===== config.mk =====
export PLATFORM = sky130hd
export DESIGN_NAME = pixel_filter
export DESIGN_NICKNAME = d
export VERILOG_FILES = /design/src/verilog/vision_pkg.sv /design/src/verilog/pixel_filter.sv
export SDC_FILE = /design/constraint.sdc
export NUM_CORES = 1
export LEC_CHECK = 0
export BUFFER_PORTS_ARGS = -buffer_cell sky130_fd_sc_hd__buf_2
export CAP_MARGIN = 20
export CORE_MARGIN = 8
export CORE_UTILIZATION = 55
export DETAILED_ROUTE_END_ITERATION = 7
export PLACE_DENSITY = 0.91
export SYNTH_ARGS = -nofsm -noshare
export SYNTH_HDL_FRONTEND = slang
export SYNTH_SLANG_ARGS = --single-unit

===== constraint.sdc =====
create_clock -name clk_65mhz -period 2.3 [get_ports clk_65mhz]
set_input_delay 0.115 -clock clk_65mhz [delete_from_list [all_inputs] [get_ports clk_65mhz]]
set_output_delay 0.115 -clock clk_65mhz [all_outputs]
set_load 0.01 [all_outputs]

===== src/verilog/vision_pkg.sv =====
package vision_pkg;

   //////////////////////////////////////////////////
   // camera side

   typedef struct packed {
      logic       pclk;                 // pixel clock returned by the camera
      logic       vsync;
      logic       href;                 // line valid
      logic [7:0] data;
   } cam_bus_t;

   typedef struct packed {
      logic [4:0] r;
      logic [5:0] g;
      logic [4:0] b;
   } rgb565_t;

   typedef struct packed {
      logic [3:0] r;
      logic [3:0] g;
      logic [3:0] b;
   } rgb444_t;

   //////////////////////////////////////////////////
   // display side

   typedef struct packed {
      logic [10:0] hcount;              // pixel on current line
      logic [9:0]  vcount;              // line number
      logic        hsync;               // active high in here
      logic        vsync;
      logic        blank;
   } video_timing_t;

   typedef enum logic [2:0] {
      FILTER_PASS,
      FILTER_DIFF,
      FILTER_RED,
      FILTER_GREEN,
      FILTER_BLUE
   } filter_mode_e;

   typedef enum logic [1:0] {
      DISP_CAMERA  = 2'b00,
      DISP_OUTLINE = 2'b01,
      DISP_BARS    = 2'b10              // 11 falls back to camera
   } display_mode_e;

   typedef struct packed {
      display_mode_e disp_mode;
      logic          zoom;              // 2x pixel doubling
      logic          diff_en;
      logic          red_en;
      logic          green_en;
      logic          blue_en;
   } mode_switches_t;

   localparam logic [3:0] key_threshold = 4'd8;  // mid scale on 4-bit channel

endpackage


===== src/verilog/pixel_filter.sv =====
`timescale 1ns/10ps

module pixel_filter import vision_pkg::*; (
   input  logic           clk_65mhz,
   input  logic           reset_in,
   input  rgb565_t        pixel,
   input  logic           pixel_valid,
   input  mode_switches_t switches,
   output rgb444_t        filtered,
   output logic           wr_valid    // pixel_valid delayed by one
);

   filter_mode_e mode;
   rgb444_t      cur;                   // truncated incoming pixel
   rgb444_t      prev;                  // last valid pixel in diff mode

   function automatic logic [3:0] abs_diff(input logic [3:0] a, input logic [3:0] b);
      return (a > b) ? a - b : b - a;
   endfunction

   assign cur = '{r: pixel.r[4:1], g: pixel.g[5:2], b: pixel.b[4:1]};  // top 4 bits

   // switch priority: diff > red > green > blue
   always_comb begin
      if (switches.diff_en)       mode = FILTER_DIFF;
      else if (switches.red_en)   mode = FILTER_RED;
      else if (switches.green_en) mode = FILTER_GREEN;
      else if (switches.blue_en)  mode = FILTER_BLUE;
      else                        mode = FILTER_PASS;
   end

   always_ff @(posedge clk_65mhz) begin
      if (reset_in) begin
         wr_valid <= 1'b0;
         prev     <= '0;
      end else begin
         wr_valid <= pixel_valid;
         if (mode != FILTER_DIFF) prev <= '0;   // new diff run starts from black
         else if (pixel_valid)    prev <= cur;
      end
   end

   always_ff @(posedge clk_65mhz) begin
      filtered <= '0;                   // key miss -> black
      case (mode)
         FILTER_DIFF: filtered <= '{r: abs_diff(cur.r, prev.r),
                                    g: abs_diff(cur.g, prev.g),
                                    b: abs_diff(cur.b, prev.b)};
         FILTER_RED:   if (cur.r > key_threshold && cur.g < key_threshold &&
                           cur.b < key_threshold) filtered <= 12'hf00;
         FILTER_GREEN: if (cur.r < key_threshold && cur.g > key_threshold &&
                           cur.b < key_threshold) filtered <= 12'h0f0;
         FILTER_BLUE:  if (cur.r < key_threshold && cur.g < key_threshold &&
                           cur.b > key_threshold) filtered <= 12'h00f;
         default:     filtered <= cur;  // pass
      endcase
   end

endmodule


Word-level counts from Yosys, hierarchy flattened
Index checks and enable logic that the tools add are counted.

Bits of input ports: 26. Output and inout port bits: 13. Logic and storage cells: 45. Register bits: 25.

Add/sub/neg operators: 6. Multiplexer cells: 11. Reduce and logical (&&, ||, !) cells: 7. Equal/unequal tests: 5. Magnitude comparators: 9.

Operators by type and width (number): case mux 12 bit (4 select lines) (1); subtractor 4 bit (6); two-way mux 4 bit (4); greater-than comparator 4 bit (3); greater-than comparator 4 bit, second input constant (3); < comparator 4 bit, second input constant (3); two-way mux 12 bit (1); two-way mux 3 bit (4); two-way mux 8 bit (1); equality test 3 x 2 -> 1 bit, second input constant (2); logical AND 1 bit (6); equality test 3 x 1 -> 1 bit, second input constant (1); equality test 3 bit, second input constant (1); inequality test 3 x 1 -> 1 bit, second input constant (1); OR reduction 2 bit (1).

Longest topological paths before layout
Depth after elaboration: 6. Gate-level depth with buffers: 9. Depth with buffers taken out: 9.

Least setup slack after synthesis
No wires, ideal clock.

Path type: register to register. From: register prev[0] (netlist name). To: register filtered[3] (netlist name). Setup time: 0.125 ns. Path slack: 0.390 ns. Required time: 2.175 ns. Buffers on the path: 0. Clock period less this slack: 1.910 ns. Stages on the path, launching flop included: 9. Arrival: 1.785 ns. Cell sequence: dfxtp_1 > ha_1 > inv_1 > fa_1 > a21oi_1 > a211oi_1 > or3_1 > a211oi_1 > nor3_2.

Word-level cells in the longest chain between the ends: 3. Elaborated cells on any way between the ends: 5. Those cells by class: add/sub: 2; order compare: 1; mux: 2.

Ends and longest elaborated chain: from (decl) (line pixel_filter.sv:15) `rgb444_t prev;`; from (signal assigned) (line pixel_filter.sv:39) `else if (pixel_valid) prev <= cur;`; subtractor 4 bit or greater-than comparator 4 bit (tied branches) (line pixel_filter.sv:18) `return (a > b) ? a - b : b - a;`; two-way mux 4 bit (*) (line pixel_filter.sv:18); case mux 12 bit (4 select lines) (*) (line pixel_filter.sv:45) `case (mode)`; to (signal assigned) (line pixel_filter.sv:46) `FILTER_DIFF: filtered <= '{r: abs_diff(cur.r, prev.r),`; to (signal assigned) (line pixel_filter.sv:55) `default: filtered <= cur;`; to (decl) (line pixel_filter.sv:9) `output rgb444_t filtered,`.

Mark *: on every way between the ends. The rest lies on a longest branch, timed or not. A chain may end at the register's enable or synchronous reset.

Worst setup path in the final report
Ends and elaborated chain as after synthesis.

==> flow_metrics.env <==
export IMPL_status="finished, final reports clean"
export IMPL_vias=1641
export IMPL_synthArstFlopShare=0
export IMPL_use_met1=0.184
export IMPL_io_pins=39
export IMPL_worst_hold_slack_ps=50.5
export IMPL_synth_cells=222
export IMPL_grt_pass1_vias=1568
export IMPL_portBuffers=31
export IMPL_drive_gt1_frac=0.162
export IMPL_synth_edf_count=0
export IMPL_fp_dieH_um=74.8
export IMPL_crit_fanout=3
export IMPL_synth_top_cell_by_area="dfxtp_1"
export IMPL_vdd_drop_max_v=0.000228
export IMPL_final_cell_mix="inv_1 (34), buf_2 (31), dfxtp_1 (25)"
export IMPL_yosysWarnings=0
export IMPL_holdPathEnd="prev[10]"
export IMPL_synth_area_um2=1900
export IMPL_drt_initial_drc_count=86
export IMPL_overflow=0
export IMPL_use_met3=0.0240
export IMPL_ys_top_cells_by_area="dfxtp_1 (26%), ha_1 (14%), inv_1 (6.7%)"
export IMPL_critical_path_arrival_ps=2340
export IMPL_clk_latency_ps=340
export IMPL_relSlewSlack=0.632
export IMPL_p_total_uw=987
export IMPL_r2r_end="filtered[3]"
export IMPL_diodes=0
export IMPL_final_setup_tns_ps=0
export IMPL_synth_top_area_share=0.264
export IMPL_dieArea_um2=5590
export IMPL_routed_wl_mm=4.14
export IMPL_initial_utilization=0.569
export IMPL_synthToLayoutAreaGrowth_pct=12.4
export IMPL_period_share=0.918
export IMPL_antenna_found_initial=0
export IMPL_hold_start="pixel[14]"
export IMPL_syn_nets=275
export IMPL_cts_max_level=1
export IMPL_routabilityCongestion=0.905
export IMPL_vias_per_cell=5.49
export IMPL_rsz0062_at_grt="false"
export IMPL_use_met2=0.276
export IMPL_place_hpwl_mm=3.31
export IMPL_rrSetupSlack_ps=190
export IMPL_hold_violations=0
export IMPL_clockBufferDepth=2
export IMPL_first_pass_iters=4
export IMPL_final_common_cell="inv_1"
export IMPL_drc_errors=0
export IMPL_post_cts_buffers=0
export IMPL_path_clk_slew_ps=140
export IMPL_max_slew_worst_pin_slew_ps=549
export IMPL_p_leak_nw=1.01
export IMPL_post_drt_wl_per_cell_um=13.8
export IMPL_numCtsBuffers=3
export IMPL_critPathKind="reg -> reg"
export IMPL_required_ps=2530
export IMPL_layout_nets=307
export IMPL_rows=21
export IMPL_hp_class="in -> reg"
export IMPL_grt_pass1_wl_mm=6.82
export IMPL_setup_ws_ps=188
export IMPL_coreArea_um2=3340
export IMPL_grt_max_degree=15
export IMPL_worstSetupStartpointType="flop"
export IMPL_max_freq_mhz=474
export IMPL_setup_viol_count_final=0
export IMPL_powerDensity_nw_per_um2=462
export IMPL_critPathCaptureType="flop"
export IMPL_worstHoldPathCells=3
export IMPL_synth_yosys_seq_area_share=0.264
export IMPL_synth_seq_cells=25
export IMPL_finClkSkew_ps=9.84
export IMPL_synth_avg_cell_area_um2=8.56
export IMPL_cap_violations=0
export IMPL_grt_busiest_layer="met2"
export IMPL_dominantRegCellSynth="dfxtp_1"
export IMPL_rr_worst_depth=8
export IMPL_dp_slack_ps=224
export IMPL_yosys_cell_types_count=40
export IMPL_drtAntennaViolNets=0
export IMPL_cts_tree="yes"
export IMPL_r2r_start="prev[0]"
export IMPL_grt_util_all_layers=0.156
export IMPL_clock_sinks=25
export IMPL_dieWidth_um=74.8
export IMPL_finalMaxSlewViolations=0
export IMPL_cts_root_buf="clkbuf_4"
export IMPL_period_needed_ps=2110
==> flip-flops by register name, summed over array words and instances (netlist names) <==
signal and flops:
wr_valid 1, filtered 12, prev 12
==> logic make-up (layout without fill, tap and decap cells) <==
kind of cell    count (synthesis)  count (layout)  synth area share
compound gates                 54              54             0.180
fa+ha+maj                      27              27             0.202
buf+inv                        41              72            0.0810
flops                          25              25             0.264
mux                            14              14            0.0751
simple gates                   61              61             0.198
==> worst max-delay path, cell delays in order (launching register included) <==
cell	delay (ps)
dfxtp_1	380
ha_1	160
inv_1	60
fa_1	390
a21oi_1	200
a211oi_1	140
or3_1	330
a211oi_1	270
nor3_2	80
==> Yosys cell counts, drive strengths merged, types with 2 or more instances <==
cell type / number
fa: 6
o311ai: 2
clkbuf: 5
nor2b: 6
nor2: 19
inv: 35
nor3: 4
a211oi: 2
nand2b: 6
nor3b: 7
ha: 21
o22ai: 2
nand4: 2
a21oi: 14
nand3: 2
o21a: 4
o21bai: 2
a21boi: 2
nand2: 5
o21ai: 11
and4b: 2
o211ai: 6
mux2i: 12
dfxtp: 25
a31oi: 3
nor4: 2
mux2: 2
and3b: 2
a22oi: 4
==> per-layer routing <==
layer / vias up / wire length (um) / part of all wire
li1: 830 / - / -
met5: - / 0 / 0
met4: 0 / 67 / 0.016
met3: 7 / 186 / 0.045
met1: 765 / 1860 / 0.45
met2: 39 / 2020 / 0.49
==> worst max-delay path by stage <==
stage                   from           to  cells past startpoint  slack [ps]
global route         prev[0]  filtered[2]                      8           2
global placement    pixel[2]  filtered[2]                      8         240
detailed placement   prev[0]  filtered[3]                      8         220
finish               prev[0]  filtered[3]                      8         190
floorplan            prev[0]  filtered[3]                      8         390
CTS                  prev[0]  filtered[3]                      8         190
==> report_power, final <==
group | switching [mW] | internal, mW
Combinational | 0.168 | 0.131
Clock | 0.142 | 0.0655
Sequential | 0.0120 | 0.468
Total | 0.322 | 0.665
==> cell type report <==
| type | instances | area (um^2) |
|---|---|---|
| multi-input combinational | 156 | 1240 |
| fill | 298 | 1200 |
| sequential | 25 | 500 |
| timing repair buffer | 33 | 173 |
| inverter | 35 | 131 |
| tap | 46 | 57.6 |
| clock buffer | 3 | 22.5 |
| clock inverter | 1 | 5.00 |
==> what timing repair did <==
| action | CTS | global route |
|---|---|---|
| hold endpoints to repair | 1 | 0 |
| gates resized for setup | 0 | 0 |
| hold buffers | 1 | 0 |
==> through the flow <==
stage / area, um^2 / util / cells
final: 2130 / 0.640 / 299
after global routing: 2130 / 0.640 / 299
after CTS: 2130 / 0.640 / 299
after detailed placement: 2100 / 0.628 / 294
after global placement: 2100 / 0.628 / 294
after floorplan: 1900 / - / 222
(Power assumes the default switching activity.)
