## config.mk

```make
export PLATFORM = sky130hd
export DESIGN_NAME = display_compositor
export DESIGN_NICKNAME = d
export VERILOG_FILES = /design/src/verilog/vision_pkg.sv /design/src/verilog/display_compositor.sv
export SDC_FILE = /design/constraint.sdc
export NUM_CORES = 1
export LEC_CHECK = 0
export BUFFER_PORTS_ARGS = -buffer_cell sky130_fd_sc_hd__buf_4
export CORE_ASPECT_RATIO = 0.75
export CORE_MARGIN = 1
export CORE_UTILIZATION = 52
export CTS_BUF_LIST = sky130_fd_sc_hd__clkbuf_8
export DETAILED_ROUTE_END_ITERATION = 8
export PLACE_DENSITY = 0.81
export SETUP_SLACK_MARGIN = 0.5
export SLEW_MARGIN = 20
export SYNTH_ARGS = -nofsm -noshare
export SYNTH_HDL_FRONTEND = slang
export SYNTH_SLANG_ARGS = --single-unit
```

## constraint.sdc

```tcl
create_clock -name clk_65mhz -period 4.5 [get_ports clk_65mhz]
set_clock_uncertainty 0.15 [all_clocks]
set_input_delay 0.225 -clock clk_65mhz [delete_from_list [all_inputs] [get_ports clk_65mhz]]
set_output_delay 0.225 -clock clk_65mhz [all_outputs]
set_load 0.02 [all_outputs]
```

## src/verilog/vision_pkg.sv

```systemverilog
package vision_pkg;

   //////////////////////////////////////////////////
   // camera side

   typedef struct packed {
      logic       pclk;                 // pixel clock returned by the camera
      logic       vsync;
      logic       href;                 // line valid
      logic [7:0] data;
   } cam_bus_t;

   typedef struct packed {
      logic [4:0] r;
      logic [5:0] g;
      logic [4:0] b;
   } rgb565_t;

   typedef struct packed {
      logic [3:0] r;
      logic [3:0] g;
      logic [3:0] b;
   } rgb444_t;

   //////////////////////////////////////////////////
   // display side

   typedef struct packed {
      logic [10:0] hcount;              // pixel on current line
      logic [9:0]  vcount;              // line number
      logic        hsync;               // active high in here
      logic        vsync;
      logic        blank;
   } video_timing_t;

   typedef enum logic [2:0] {
      FILTER_PASS,
      FILTER_DIFF,
      FILTER_RED,
      FILTER_GREEN,
      FILTER_BLUE
   } filter_mode_e;

   typedef enum logic [1:0] {
      DISP_CAMERA  = 2'b00,
      DISP_OUTLINE = 2'b01,
      DISP_BARS    = 2'b10              // 11 falls back to camera
   } display_mode_e;

   typedef struct packed {
      display_mode_e disp_mode;
      logic          zoom;              // 2x pixel doubling
      logic          diff_en;
      logic          red_en;
      logic          green_en;
      logic          blue_en;
   } mode_switches_t;

   localparam logic [3:0] key_threshold = 4'd8;  // mid scale on 4-bit channel

endpackage

```

## src/verilog/display_compositor.sv

```systemverilog
`timescale 1ns/10ps

module display_compositor import vision_pkg::*; #(
   parameter int DISPLAY_WIDTH  = 1024,
   parameter int DISPLAY_HEIGHT = 768,
   parameter int FB_WIDTH       = 320,
   parameter int FB_HEIGHT      = 240
) (
   input  logic                                   clk_65mhz,
   input  logic                                   reset_in,
   input  video_timing_t                          timing,
   input  mode_switches_t                         switches,
   input  rgb444_t                                rd_data,
   output logic [$clog2(FB_WIDTH*FB_HEIGHT)-1:0] rd_addr,
   output logic [3:0]                             vga_r,
   output logic [3:0]                             vga_g,
   output logic [3:0]                             vga_b,
   output logic                                   vga_hs,
   output logic                                   vga_vs
);

   localparam int ADDR_W = $clog2(FB_WIDTH * FB_HEIGHT);

   logic [10:0]   xs;
   logic [9:0]    ys;
   logic          in_window, border;
   video_timing_t timing_d1, timing_d2;  // matches ram read latency
   logic          use_cam_d1, in_win_d1;
   rgb444_t       pat_d1, rgb_d2;

   //////////////////////////////////////////////////
   // read address, zoom halves both counts
   assign xs = switches.zoom ? (timing.hcount >> 1) : timing.hcount;
   assign ys = switches.zoom ? (timing.vcount >> 1) : timing.vcount;
   assign in_window = switches.zoom ?
      (timing.hcount < 11'(2*FB_WIDTH) && timing.vcount < 10'(2*FB_HEIGHT)) :
      (timing.hcount < 11'(FB_WIDTH)   && timing.vcount < 10'(FB_HEIGHT));
   assign rd_addr = in_window ? ADDR_W'(32'(ys) * FB_WIDTH + 32'(xs)) : '0;  // clamp

   assign border = (timing.hcount == 11'd0) || (timing.hcount == 11'(DISPLAY_WIDTH - 1)) ||
                   (timing.hcount == 11'(DISPLAY_WIDTH / 2)) || (timing.vcount == 10'd0) ||
                   (timing.vcount == 10'(DISPLAY_HEIGHT - 1)) ||
                   (timing.vcount == 10'(DISPLAY_HEIGHT / 2));

   always_ff @(posedge clk_65mhz) begin
      if (reset_in) begin
         timing_d1 <= '0;
         timing_d2 <= '0;
         rgb_d2    <= '0;
      end else begin
         timing_d1 <= timing;             // stage 1, ram busy reading
         in_win_d1 <= in_window;
         use_cam_d1 <= 1'b0;
         case (switches.disp_mode)
            DISP_OUTLINE: pat_d1 <= {12{border}};
            DISP_BARS:    pat_d1 <= {{4{timing.hcount[8]}}, {4{timing.hcount[7]}},
                                     {4{timing.hcount[6]}}};
            default: begin
               pat_d1     <= '0;
               use_cam_d1 <= 1'b1;
            end
         endcase
         timing_d2 <= timing_d1;          // stage 2, pick colour
         rgb_d2    <= use_cam_d1 ? (in_win_d1 ? rd_data : '0) : pat_d1;
      end
   end

   // pins, syncs go active low here
   assign vga_r  = timing_d2.blank ? 4'h0 : rgb_d2.r;
   assign vga_g  = timing_d2.blank ? 4'h0 : rgb_d2.g;
   assign vga_b  = timing_d2.blank ? 4'h0 : rgb_d2.b;
   assign vga_hs = ~timing_d2.hsync;
   assign vga_vs = ~timing_d2.vsync;

endmodule

```

# Word-level counts from Yosys, hierarchy flattened
# Index checks and enable logic that the tools add are counted.
word_totals:
  elab_cells: 49
  in_bits: 45
  reg_bits: 32
  out_inout_bits: 31
classes:
  multipliers: 1
  n_mux: 11
  addsub: 1
  bitwise: 2
  n_reduce_logical: 10
  eq_ne: 6
  magnitude_cmp: 4
ops:
  columns: ["cell", "n"]
  rows:
  - ["$mux W12", 2]
  - ["$pmux W12 S2", 1]
  - ["$eq A11 B10 Y1 const B", 2]
  - ["$add A17 B11 Y17", 1]
  - ["$mux W17", 1]
  - ["$mux W4", 3]
  - ["$logic_not A11 Y1", 1]
  - ["$lt A11 B10 Y1 const B", 1]
  - ["$lt A11 B9 Y1 const B", 1]
  - ["$mul A10 B3 Y11 const B", 1]
  - ["$mux W11", 1]
  - ["$eq A10 B10 Y1 const B", 1]
  - ["$eq A10 B9 Y1 const B", 1]
  - ["$logic_not A10 Y1", 1]
  - ["$lt A10 B8 Y1 const B", 1]
  - ["$lt A10 B9 Y1 const B", 1]
  - ["$mux W10", 1]
  - ["$logic_or A1 B1 Y1", 5]
  - ["$eq A2 B1 Y1 const B", 1]
  - ["$eq A2 B2 Y1 const B", 1]
  - ["$logic_and A1 B1 Y1", 2]
  - ["$mux W1", 2]
  - ["$not A1 Y1", 2]
  - ["$reduce_or A2 Y1", 1]

# Depth between registers and ports, before layout
depth:
  word_depth: 7
  ltp_mapped: 12
  ltp_nobuf: 10

# Least setup slack after synthesis
# No wires, ideal clock.
synth_timing:
  path_kind: "input to output"
  from: "input port switches[4] (netlist bit)"
  to: "output port rd_addr[14]"
  stages: 12
  t_arrival_ps: 3557
  setup_slack_ps: 568
  cell_sequence: "clkbuf_1 > buf_1 > mux2_2 > ha_1 > ha_1 > fa_1 > ha_1 > nand2_1 > o21ai_0 > o2111ai_1 > o21ai_0 > nor3b_1"
synth_between:
  elab_chain_len: 4
synth_rtl:
  columns: ["item", "line", "text"]
  rows:
  - ["start: declaration", "display_compositor.sv:12", "input mode_switches_t switches,"]
  - ["$mux W10", "display_compositor.sv:34", "assign ys = switches.zoom ? (timing.vcount >> 1) : timing.vcount;"]
  - ["$mul A10 B3 Y11", "display_compositor.sv:38", "assign rd_addr = in_window ? ADDR_W'(32'(ys) * FB_WIDTH + 32'(xs)) : '0;"]
  - ["$add A17 B11 Y17", "display_compositor.sv:38", null]
  - ["$mux W17 *", "display_compositor.sv:38", null]
  - ["end: declaration", "display_compositor.sv:14", "output logic [$clog2(FB_WIDTH*FB_HEIGHT)-1:0] rd_addr,"]
# Mark *: on every way between the ends. The rest lies on a longest branch, timed or not.

# Worst setup path in the final report
layout_timing:
  from: "input port switches[4] (netlist bit)"
  to: "output port rd_addr[15]"
# The elaborated chain is that of the path after synthesis.

==> metrics.md <==
| Metric | Value |
|---|---|
| Status | `completed` |
| Kind of critical path | `in -> out` |
| Routability cong. | `0.867` |
| Synthesized flop and latch total | `23` |
| Final #Nets | `385` |
| RR Startpoint | `use_cam_d1` |
| Hold Crit Class | `in -> reg` |
| CP Buf/Inv Count | `2` |
| Leakage | `0.00123 uW` |
| Final setup viols | `0` |
| Worst VDD drop | `139 uV` |
| Count of final hold-check violations | `0` |
| Htree depth | `1` |
| Skew-Pair Late Insertion Delay | `0.26 ns` |
| Synth top area cells | `dfxtp_1 17%, ha_1 13%, edfxtp_1 7.1%` |
| Core Box Area | `0.00378 sq mm` |
| Layout area overhead | `29.6%` |
| First-pass GRT wire length | `8.05 mm` |
| Pre-CTS WS | `0.640 ns` |
| Slew margin rel. | `37.0%` |
| Crit path DAT | `3.43 ns` |
| Vias in the first global route | `1793` |
| Top_reg_cell synth | `dfxtp_1` |
| IO Pins | `76` |
| Largest area contributor in the netlist | `dfxtp_1` |
| Clk pwr share | `15.8%` |
| Final Max Tran Viols | `0` |
| Crit-path leading delay family | `adder cells` |
| Synth cell types | `50` |
| Critical Path RT | `4.12 ns` |
| Sw Share | `38.4%` |
| Register area share after synthesis | `24.0%` |
| Post-DP Area | `0.00269 sq mm` |
| Net Switching | `295 uW` |
| Slowest-stage cell, CP | `nor4_2` |
| Congestion Overflow GR | `0` |
| Clock Path Buffers | `2` |
| R2R cell count | `3` |
| WL/cell | `13.9 um` |
| Crit-path cells | `buf_6 > mux2_2 > ha_1 > ha_1 > fa_1 > a211oi_2 > nor4b_1 > nor4_2 > o21ai_0 > mux2i_1 > buf_4` |
| Final WS setup | `0.696 ns` |
| Port Buffers | `71` |
| Vias | `2044` |
| Crit start category | `primary input` |
| Detailed-route DRC error count | `0` |
| Initial DRT Pass Iterations | `4` |
| Pwr per Cell Area | `279 mW/mm^2` |
| Starting Density | `56.3%` |
| Detailed placement HPWL | `4.10 mm` |
| Final Routed Wirelength | `5.11 mm` |
| Fmax | `263 MHz` |
| Share of cells above drive strength 1 | `31.1%` |
| Mapped Cells | `248` |
| DIE HEIGHT | `57.4 um` |
| Seq pwr share | `29.9%` |
| Area share of the largest cell type after synthesis | `16.9%` |
| Post-DRT Antenna Nets | `0` |
| Unrepaired setup endpoints after global routing | `true` |
| Die X | `75.9 um` |
| Initial antenna violation count | `0` |
| Via/cell ratio | `5.57` |
| FF-to-FF setup slack | `3.30 ns` |
| CTS tree | `done` |
| Total negative slack | `0 ns` |
| CP max FO | `23` |
| YS warnings | `0` |
| Hold Startpoint | `timing[0]` |
| Max cap viols | `0` |
| Number of enable flip-flop cells after synthesis | `5` |
| Largest net degree at the start of global routing | `24` |
| Clock root cell | `clkbuf_8` |
| Worst R2R End | `rgb_d2[1]` |
| Drt first-iter violations | `68` |
| Syn avg cell area | `8.58 sq um` |
| N_diodes | `0` |
| Final period util | `84.5%` |
| Hold depth | `2` |
| Sink Count | `23` |
| Crit end category | `output port` |
| Post-Syn Nets | `317` |
| Cell Area, Synth | `0.00213 sq mm` |
| Crit-path most repeated cell | `ha_1` |
| Internal power | `473 uW` |
| Setup Fix Bufs, Post-CTS | `0` |
| Post-route minimum period | `3.80 ns` |
| CP peak stage delay | `0.54 ns` |
| Design Area, Final | `0.00276 sq mm` |
| Combinational share of power | `54.3%` |
| Total track usage | `24.1%` |
| Rows | `19` |
| Actual slew at the worst max-slew pin | `0.942 ns` |
| Post-synth ARST share | `0%` |
| Clock-pin transition on the worst setup and hold timing paths | `0.07 ns` |
| Die area | `0.00435 sq mm` |
| WHS Endpoint | `timing_d1[0]` |
| Num CTS Buffers | `3` |
[registers in the layout (all words and copies together) (netlist names)]
signal and count:
in_win_d1 1, timing_d1 3, rgb_d2 12, pat_d1 3, use_cam_d1 1, timing_d2 3
[cells by family after synthesis]
kind of cell / count (synthesis) / synth area share, %
and+or+nand+nor: 93 / 24.2
AOI/OAI and AO/OA: 61 / 19.4
buffers and inverters: 16 / 2.88
adders and majority gates: 24 / 14.8
muxes: 21 / 10.6
DFF: 23 / 24.0
xor gates and xnor gates: 10 / 4.12
[layout by cell type, fill, tap and decap left out, types with 4 or more instances in the layout]
cell type	synthesis	routed
mux2_2	12	12
ha_1	22	22
edfxtp_1	5	5
nor2_1	16	16
xnor2_1	7	7
buf_4	0	70
inv_1	8	9
nand2_1	18	18
nand3_1	6	6
o21ai_0	9	8
nor3_1	8	8
o21a_1	4	4
a21oi_1	22	22
mux2i_1	9	9
o22ai_1	4	4
dfxtp_1	18	18
nor2b_1	24	24
[synth_stat cells (2+ instances only)]
library cell / instances
nand2b_1: 3
o22a_1: 2
or3_1: 2
or4_1: 2
nand4b_1: 2
a21oi_1: 22
o21ai_0: 9
nand2_1: 18
o22ai_1: 4
xnor2_1: 7
fa_1: 2
xor2_1: 3
ha_1: 22
clkbuf_1: 4
inv_1: 8
edfxtp_1: 5
nor4_2: 2
a211oi_2: 2
nor4_1: 3
buf_1: 3
o21bai_1: 3
nor2b_1: 24
dfxtp_1: 18
nor2_1: 16
mux2_2: 12
a211oi_1: 3
nand3_1: 6
mux2i_1: 9
nor3_1: 8
o21a_1: 4
[what timing repair did]
action / in CTS / in global routing
gates resized for setup: 0 / 4
hold buffers: 0 / 0
setup endpoints to repair: 0 / 2
[metrics by stage]
step | cells | util, % | hold slack (ns) | total power, uW
6_report | 367 | 73.0 | 0.0253 | 769
2_1_floorplan | 248 | - | 0.203 | 521
5_1_grt | 367 | 73.0 | 0.0218 | 818
3_5_place_dp | 363 | 71.3 | 0.270 | 636
3_3_place_gp | 363 | 71.3 | 0.267 | 625
4_1_cts | 367 | 72.5 | 0.0230 | 757
[power by group through the flow]
stage / Clock [uW] / Sequential [uW] / Combinational, uW
3_5_place_dp: 0 / 234 / 402
3_3_place_gp: 0 / 234 / 391
5_1_grt: 131 / 231 / 456
2_1_floorplan: 0 / 233 / 288
6_report: 122 / 230 / 417
4_1_cts: 124 / 230 / 404
[cell type report]
cell class                      count  area [sq um]
Fill cell                         307          1020
Clock buffer                        3          41.3
Multi-Input combinational cell    209          1570
Inverter                            8          30.0
Timing Repair Buffer               71           537
Tap cell                           52          65.1
Clock inverter                      1          3.75
Sequential cell                    23           510
[worst max path at each step]
stage                            from          end  cells after the start
after global routing      switches[4]  rd_addr[15]                     11
after floorplan           switches[4]  rd_addr[14]                     12
after global placement    switches[4]  rd_addr[16]                     12
after CTS                 switches[4]  rd_addr[16]                     12
after detailed placement  switches[4]  rd_addr[16]                     12
final                     switches[4]  rd_addr[15]                     11
[layer usage]
metal | vias up | track usage, % | part of all wire [%]
met5 | - | 0 | 0
met4 | 0 | 6.08 | 0.92
met3 | 6 | 4.95 | 8.1
met2 | 83 | 35.1 | 41
met1 | 912 | 36.1 | 50
li1 | 1043 | - | -
(Power assumes the default switching activity.)
