<file path="src/verilog/vision_pkg.sv">
package vision_pkg;

   //////////////////////////////////////////////////
   // camera side

   typedef struct packed {
      logic       pclk;                 // pixel clock returned by the camera
      logic       vsync;
      logic       href;                 // line valid
      logic [7:0] data;
   } cam_bus_t;

   typedef struct packed {
      logic [4:0] r;
      logic [5:0] g;
      logic [4:0] b;
   } rgb565_t;

   typedef struct packed {
      logic [3:0] r;
      logic [3:0] g;
      logic [3:0] b;
   } rgb444_t;

   //////////////////////////////////////////////////
   // display side

   typedef struct packed {
      logic [10:0] hcount;              // pixel on current line
      logic [9:0]  vcount;              // line number
      logic        hsync;               // active high in here
      logic        vsync;
      logic        blank;
   } video_timing_t;

   typedef enum logic [2:0] {
      FILTER_PASS,
      FILTER_DIFF,
      FILTER_RED,
      FILTER_GREEN,
      FILTER_BLUE
   } filter_mode_e;

   typedef enum logic [1:0] {
      DISP_CAMERA  = 2'b00,
      DISP_OUTLINE = 2'b01,
      DISP_BARS    = 2'b10              // 11 falls back to camera
   } display_mode_e;

   typedef struct packed {
      display_mode_e disp_mode;
      logic          zoom;              // 2x pixel doubling
      logic          diff_en;
      logic          red_en;
      logic          green_en;
      logic          blue_en;
   } mode_switches_t;

   localparam logic [3:0] key_threshold = 4'd8;  // mid scale on 4-bit channel

endpackage

</file>
<file path="src/verilog/camera_capture.sv">
`timescale 1ns/10ps

module camera_capture import vision_pkg::*; (
   input  logic     clk_65mhz,
   input  logic     reset_in,
   input  cam_bus_t cam,
   output logic     cam_xclk,           // clk / 4 back to the camera
   output rgb565_t  pixel,
   output logic     pixel_valid,        // one-cycle strobe
   output logic     frame_done          // rising edge of synced vsync
);

   logic [1:0] xclk_count;
   cam_bus_t   cam_sync1, cam_sync2;     // two-flop synchroniser
   logic       pclk_prev, vsync_prev;
   logic       pclk_rise;
   logic       high_next;                // byte phase, 1 = high byte expected
   logic [7:0] high_byte;

   assign cam_xclk  = (xclk_count > 2'b01);             // 50% duty
   assign pclk_rise = cam_sync2.pclk & ~pclk_prev;

   //////////////////////////////////////////////////
   // clock divider and bus sync
   always_ff @(posedge clk_65mhz) begin
      if (reset_in) begin
         xclk_count <= 2'b00;
         cam_sync1  <= '0;
         cam_sync2  <= '0;
         pclk_prev  <= 1'b0;
         vsync_prev <= 1'b0;
      end else begin
         xclk_count <= xclk_count + 2'b01;
         cam_sync1  <= cam;
         cam_sync2  <= cam_sync1;
         pclk_prev  <= cam_sync2.pclk;   // edge detect history
         vsync_prev <= cam_sync2.vsync;
      end
   end

   //////////////////////////////////////////////////
   // byte pair assembly
   always_ff @(posedge clk_65mhz) begin
      if (reset_in) begin
         high_next   <= 1'b1;
         pixel_valid <= 1'b0;
         frame_done  <= 1'b0;
      end else begin
         pixel_valid <= 1'b0;
         frame_done  <= cam_sync2.vsync & ~vsync_prev;
         if (cam_sync2.vsync) begin
            high_next <= 1'b1;            // realign phase every frame
         end else if (pclk_rise && cam_sync2.href) begin
            if (high_next) begin
               high_byte <= cam_sync2.data;
               high_next <= 1'b0;
            end else begin
               pixel       <= {high_byte, cam_sync2.data};  // rrrrrggg gggbbbbb
               pixel_valid <= 1'b1;
               high_next   <= 1'b1;
            end
         end
      end
   end

   // two bytes per pixel, so strobes never touch
   a_valid_gap: assert property (@(posedge clk_65mhz) disable iff (reset_in)
      pixel_valid |=> !pixel_valid);

   a_done_not_valid: assert property (@(posedge clk_65mhz) disable iff (reset_in)
      !(frame_done && pixel_valid));

endmodule

</file>
<file path="config.mk">
export PLATFORM = sky130hd
export DESIGN_NAME = camera_capture
export DESIGN_NICKNAME = d
export VERILOG_FILES = /design/src/verilog/vision_pkg.sv /design/src/verilog/camera_capture.sv
export SDC_FILE = /design/constraint.sdc
export NUM_CORES = 1
export LEC_CHECK = 0
export ABC_AREA = 0
export BUFFER_PORTS_ARGS = -buffer_cell sky130_fd_sc_hd__buf_2
export CAP_MARGIN = 0
export CELL_PAD_IN_SITES_DETAIL_PLACEMENT = 2
export CELL_PAD_IN_SITES_GLOBAL_PLACEMENT = 2
export CORE_MARGIN = 2
export CORE_UTILIZATION = 37
export DETAILED_ROUTE_END_ITERATION = 6
export GPL_TIMING_DRIVEN = 0
export PLACE_DENSITY_LB_ADDON = 0.1
export SLEW_MARGIN = 20
export SYNTH_ARGS = -nofsm -noshare
export SYNTH_HDL_FRONTEND = slang
export SYNTH_SLANG_ARGS = --single-unit
</file>
<file path="constraint.sdc">
create_clock -name clk_65mhz -period 1.5 [get_ports clk_65mhz]
set_input_delay 0.075 -clock clk_65mhz [delete_from_list [all_inputs] [get_ports clk_65mhz]]
set_output_delay 0.075 -clock clk_65mhz [all_outputs]
set_load 0.005 [all_outputs]
</file>
# == After elaboration in Yosys (flattened, before gate mapping) ==
# Index checks and enable logic that the tools add are counted.
# totals
inputBits,13
output_inout_bits,19
register_bits,53
# op_classes
n_bitwise,8
addsub,1
reduce_logical,5
mux,1
magnitude_cmp,1
# ops
cell,n
$reduce_and A4 Y1,2
$not A1 Y1,6
$reduce_or A3 Y1,1
$add A2 B1 Y2 const B,1
$and A1 B1 Y1,2
$gt A2 B1 Y1 const B,1
$reduce_or A2 Y1,1
$logic_and A1 B1 Y1,1
$mux W1,1

# == Logic depth before layout (Yosys ltp) ==
# Gate-level depths: netlist (run 1).
# logic_depth
ltp_word,5
mapped_depth,3
ltp_nobuf,3

# == Worst setup path after synthesis (run 1) ==
# No wires, ideal clock.
# synth_path
kind,reg-to-reg
start,register cam_sync2[10] (netlist bit)
end,register pixel[0] (netlist bit) (enable)
setup_ps,374
path_buffers,0
required_ps,1126
path_slack_ps,134
arrival_ps,992
period_less_slack_ps,1366
path_stages_with_launch,3
path_cell_list,dfxtp_1 nor2b_1 and4b_1
# synth_between
elab_chain_len,3
# synth_lines
item,line,source
"start, declared",camera_capture.sv:14,"cam_bus_t cam_sync1, cam_sync2;"
"start signal, assigned",camera_capture.sv:35,cam_sync2 <= cam_sync1;
$and A1 B1 Y1,camera_capture.sv:21,assign pclk_rise = cam_sync2.pclk & ~pclk_prev;
$logic_and A1 B1 Y1,camera_capture.sv:53,end else if (pclk_rise && cam_sync2.href) begin
$reduce_and A4 Y1 (no source line),--,
"end signal, assigned",camera_capture.sv:58,"pixel <= {high_byte, cam_sync2.data};"
"end, declared",camera_capture.sv:8,"output rgb565_t pixel,"
# Every way passes these cells.
# A chain may end at the register's enable or synchronous reset.

# == Worst setup path in the final report (run 1) ==
# layout_path
start,register cam_sync2[10] (netlist bit)
end,register pixel[1] (netlist bit) (enable)
# The elaborated chain is that of the path after synthesis.

==> flow_summary.ini, run 1 <==
[floorplan]
fp-row-count = 23
core-area_um2 = 4030
io_pins = 32
die_w_um = 69.0
start_util_pct = 38.8
die_y_um = 69.0
die-area_um2 = 4760

[synth]
synth_seq_area_share_pct = 83.3
synthCells = 93
ys_seq_elements = 53
yosysWarnings = 0
syn_nets = 107
ys_types = 13
syn-cell-area_um2 = 1560
syn_area_per_cell_um2 = 16.8

[route]
wirelength_met1_um = 991
via_per_inst = 4.32
drt-total-wl_um = 2380
wl_met2_um = 1180
drt_iter0_drc = 106
postRouteAntennaNets = 0
vias = 826
firstDrtPassIters = 4
wl_met3_um = 168
routed.top_layer = met4
routedWlPerCell_um = 12.4
drc = 0

[setup_path]
reg2reg_depth = 2
path_max_fanout = 16
startpoint = cam_sync2[10]
cp_data_required_time_ns = 1.48
crit_end = pixel[1]
rrSetupSlack_ns = 0.16
start_kind = flop
endpoint_kind = flop
arrival_ns = 1.33
reg2reg_to = pixel[1]
cp.depth = 2
cpLargestDelayFamily = simple AND/OR/NAND/NOR gates
cpPeakStageDelay_ns = 0.44
crit_chain = nor2b_1 > and4b_4
critical_path_buf_inv_count = 0
critPathSlowestCell = and4b_4
r2r_start = cam_sync2[10]
crit_type = flop to flop

[run_status]
outcome = finished clean

[layout]
final_cell_mix = buf_2, dfxtp_1, nor2b_1
fin_area_um2 = 2000
final_common_cell = buf_2
layoutNonFillerInstCount = 191
drive_gt1_share_pct = 30.5
n_fill_cell = 392
finish.net_count = 154
areaGrowthSynthToFinish_pct = 28.1
fin_util_pct = 49.7
antennaDiodeCount = 0

[sta]
rsz0062_at_grt = no
setup_viol = 0
relSlewSlack_pct = 80.7
finClkSkew_ns = 0.00726
final_hold_viol_count = 0
tightest_slew_ns = 0.289
period_needed_ns = 1.34
fmax_mhz = 746
maxSlewViolCount = 0
fin_crit_sh_pct = 89.4
hold_ws_ns = 0.00729

[clocking]
clock-sinks = 53
htreeDepth = 2
cts_buffers = 5
cts_tree = yes
root_buffer = clkbuf_8
clock_path_buffers = 2
clk_latency_ns = 0.30
cts.reportedPaths.clkPinSlew_ns = 0.09

[global_route]
grt_max_degree = 17
first_global_vias = 844
antenna_found_initial = 0
grt.total_usage_pct = 11.6
overflow = 0
grt_pass1_wl_um = 3770

[place]
place_congestion = 0.702
numPortBuffers = 31
dp_hpwl_um = 1710
dp.cells = 174
placed_cell_area_um2 = 1780

[power_and_ir_drop]
cellPowerDensity_nw_per_um2 = 1300
cellLeakagePower_nw = 0.797
irDropWorstVdd_mv = 0.526

[min_path]
hold_class = input pin to flop

[run]
maxCapViolations = 0
[power breakdown]
group | switching, W | internal [W] | leakage, nW | total, W
combinational | 0.0000326 | 0.0000536 | 0.273 | 0.0000862
sequential | 0.0000127 | 0.00154 | 0.467 | 0.00155
clock | 0.000429 | 0.000542 | 0.0574 | 0.000971
[cell usage after synthesis]
library cell  number  area, um^2
nor2b_1           26         163
edfxtp_1          24         721
buf_6              1        11.3
and4b_1            2        20.0
nand3b_1           1        7.51
dfxtp_1           29         581
nor3b_1            1        7.51
buf_2              1        5.00
nor3_1             1        5.00
mux2i_1            1        10.0
inv_1              1        3.75
nor2_1             4        15.0
ha_1               1        12.5
[worst register-to-register path, stage by stage (launching register included)]
cell     delay [ns]
dfxtp_1        0.33
nor2b_1        0.25
and4b_4        0.44
[worst min path at each step]
stage / startpoint / to / cells after the start
global route: cam[2] / cam_sync1[2] / 2
detailed placement: cam[6] / cam_sync1[6] / 2
floorplan: reset_in / cam_sync2[10] / 1
finish: cam[2] / cam_sync1[2] / 2
global placement: cam[6] / cam_sync1[6] / 2
CTS: cam[0] / cam_sync1[0] / 2
[metrics by stage]
step                setup slack (ns)  TNS [ns]  total power, W
detailed placement            -0.159     -3.59         0.00165
CTS                           0.0115         0         0.00265
floorplan                      0.134         0         0.00162
finish                         0.159         0         0.00261
global placement             -0.0589     -1.04         0.00164
global route                  0.0551         0         0.00273
[per-layer routing]
metal	vias to the layer above	GRT usage [%]
li1	404	-
met1	388	11.7
met2	30	20.3
met3	4	5.19
met4	0	5.88
met5	-	0
[area by class of cell]
cell class / count / area [um^2] / area share, %
buffer: 2 / 16.3 / 0.813
clock buffer: 6 / 82.6 / 4.13
clock inverter: 2 / 37.5 / 1.88
inverter: 1 / 3.75 / 0.188
multi-input combinational: 37 / 251 / 12.6
sequential: 53 / 1300 / 65.0
tap: 50 / 62.6 / 3.13
timing repair buffer: 40 / 245 / 12.3
[flip-flops by register name, indices dropped and copies added, names as in the netlist]
register and count:
cam_sync1 11, cam_sync2 11, high_byte 8, high_next 1
xclk_count 2, pclk_prev 1, vsync_prev 1, frame_done 1
pixel 16, pixel_valid 1
[cell families after synthesis]
| kind of cell | share of synthesized area (%) |
|---|---|
| buffers and inverters | 1.28 |
| multiplexers | 0.641 |
| flip-flops | 83.3 |
| AND/OR/NAND/NOR | 13.9 |
| adder cells (fa/ha/maj) | 0.801 |
[timing repair]
item                                    in CTS  in global routing
pin swaps                                    0                  0
setup buffers                                0                  0
hold buffers                                 9                  0
endpoints found under the setup margin      24                 24
gates cloned                                 0                  0
resized for setup                            2                  2
endpoints found under the hold margin        9                  0
Power figures use the tool's default switching activity.
==> run 2: changes to the inputs <==
--- a/config.mk
+++ b/config.mk
@@ -10,11 +10,11 @@
 export CAP_MARGIN = 0
 export CELL_PAD_IN_SITES_DETAIL_PLACEMENT = 2
 export CELL_PAD_IN_SITES_GLOBAL_PLACEMENT = 2
-export CORE_MARGIN = 2
 export CORE_UTILIZATION = 37
 export DETAILED_ROUTE_END_ITERATION = 6
 export GPL_TIMING_DRIVEN = 0
 export PLACE_DENSITY_LB_ADDON = 0.1
+export RECOVER_POWER = 100
 export SLEW_MARGIN = 20
 export SYNTH_ARGS = -nofsm -noshare
 export SYNTH_HDL_FRONTEND = slang
==> flow_summary.ini, run 2 (synthesized netlist as in run 1, its figures left out) <==
[run_status]
outcome = finished, violations left
violations = negative hold slack

[layout]
layoutNonFillerInstCount = 191
fin_util_pct = 48.2
fin_area_um2 = 1940
largest-register = pixel
reg_top3 = pixel x16, cam_sync1 x11, cam_sync2 x11
final_common_cell = dfxtp_1
areaGrowthSynthToFinish_pct = 24.4
drive_gt1_share_pct = 19.1
final_cell_mix = dfxtp_1, nor2b_1, edfxtp_1
largest_reg_flops = 16
n_fill_cell = 417
finish.net_count = 154
antennaDiodeCount = 0

[setup_path]
cpPeakStageDelay_ns = 0.52
r2r_start = cam_sync2[10]
cpLargestDelayFamily = simple AND/OR/NAND/NOR gates
reg2reg_to = pixel[6]
path_max_fanout = 16
endpoint_kind = flop
crit_type = flop to flop
reg2reg_depth = 2
critPathSlowestCell = and4b_2
crit_end = pixel[6]
critical_path_buf_inv_count = 0
cp.depth = 2
cp_data_required_time_ns = 1.47
crit_chain = nor2b_1 > and4b_2
rrSetupSlack_ns = 0.11
startpoint = cam_sync2[10]
arrival_ns = 1.36
start_kind = flop

[clocking]
post_cts_buffers = 0
cts_buffers = 5
clock-sinks = 53
cts_tree = yes
cts.reportedPaths.clkPinSlew_ns = 0.09
htreeDepth = 2
clock_path_buffers = 2
clk_latency_ns = 0.31
root_buffer = clkbuf_8

[sta]
hold_ws_ns = -0.00392
fin_crit_sh_pct = 92.6
relSlewSlack_pct = 72.5
fmax_mhz = 720
setup_slack_ns = 0.111
tightest_slew_ns = 0.412
period_needed_ns = 1.39
setup_viol = 0
final_hold_viol_count = 1
finalSetupTns_ns = 0
maxSlewViolCount = 0
finClkSkew_ns = 0.00855
rsz0062_at_grt = no

[place]
dp.cells = 174
placed_cell_area_um2 = 1780
place_congestion = 0.706
numPortBuffers = 31
dp_hpwl_um = 1830
place_ws_ns = -0.150

[route]
drt-total-wl_um = 2570
drc = 0
routedWlPerCell_um = 13.4
firstDrtPassIters = 2
drt_iter0_drc = 57
vias = 830
via_per_inst = 4.35
postRouteAntennaNets = 0

[floorplan]
io_pins = 32
start_util_pct = 38.8
die-area_um2 = 4480
die_y_um = 67.0
die_w_um = 67.0
core-area_um2 = 4030
fp-row-count = 23

[global_route]
overflow = 0
grt_max_degree = 17
grt_pass1_wl_um = 4130
grt.total_usage_pct = 13.8
first_global_vias = 870
antenna_found_initial = 0

[power_and_ir_drop]
irDropWorstVdd_mv = 0.752
cellLeakagePower_nw = 0.745
cellPowerDensity_nw_per_um2 = 1230

[run]
maxCapViolations = 0

[min_path]
hold_class = input pin to flop
## run 2: power by group
part,internal [W],switching (W),leakage [nW],total (W)
Sequential,0.00154,0.0000131,0.467,0.00155
Combinational,0.0000527,0.0000330,0.233,0.0000857
Clock,0.000324,0.000437,0.0450,0.000761
## run 2: how the worst min path moves through the flow
stage                          to     start  slack (ns)  cells past startpoint
floorplan           cam_sync2[10]  reset_in        0.15                      1
global placement     cam_sync1[6]    cam[6]        0.28                      2
detailed placement   cam_sync1[6]    cam[6]        0.29                      2
CTS                 cam_sync1[10]   cam[10]       0.004                      2
global route        cam_sync1[10]   cam[10]        0.01                      2
finish              cam_sync1[10]   cam[10]      -0.004                      2
## run 2: worst reg2reg max path: stages (launching register included)
cell and delay [ns]:
dfxtp_1 0.33, nor2b_1 0.20, and4b_2 0.52
## run 2: metrics by stage
step           hold WS [ns]  total power, W
6_report           -0.00392         0.00240
2_1_floorplan         0.147         0.00162
4_1_cts             0.00356         0.00242
5_1_grt              0.0120         0.00249
3_5_place_dp          0.292         0.00165
3_3_place_gp          0.285         0.00164
## run 2: what timing repair did
item	CTS	global route
hold endpoints to repair	9	0
cloned	0	0
resized for setup	2	1
setup endpoints to repair	24	8
hold buffers	9	0
## run 2: area by class of cell
class,instances,area [um^2],area share (%)
sequential,53,1300,67.0
tap,50,62.6,3.22
clock inverter,2,10.0,0.515
timing repair buffer,40,228,11.7
inverter,1,3.75,0.193
multi-input combinational,37,249,12.8
clock buffer,6,72.6,3.74
buffer,2,15.0,0.773
## run 2: per-layer routing
| layer | global-route usage, % | vias to the layer above | wire [um] |
|---|---|---|---|
| met4 | 9.57 | 0 | 78 |
| met5 | 0 | - | 0 |
| met1 | 12.9 | 390 | 1010 |
| met2 | 24.0 | 29 | 1320 |
| met3 | 5.82 | 8 | 164 |
| li1 | - | 403 | - |
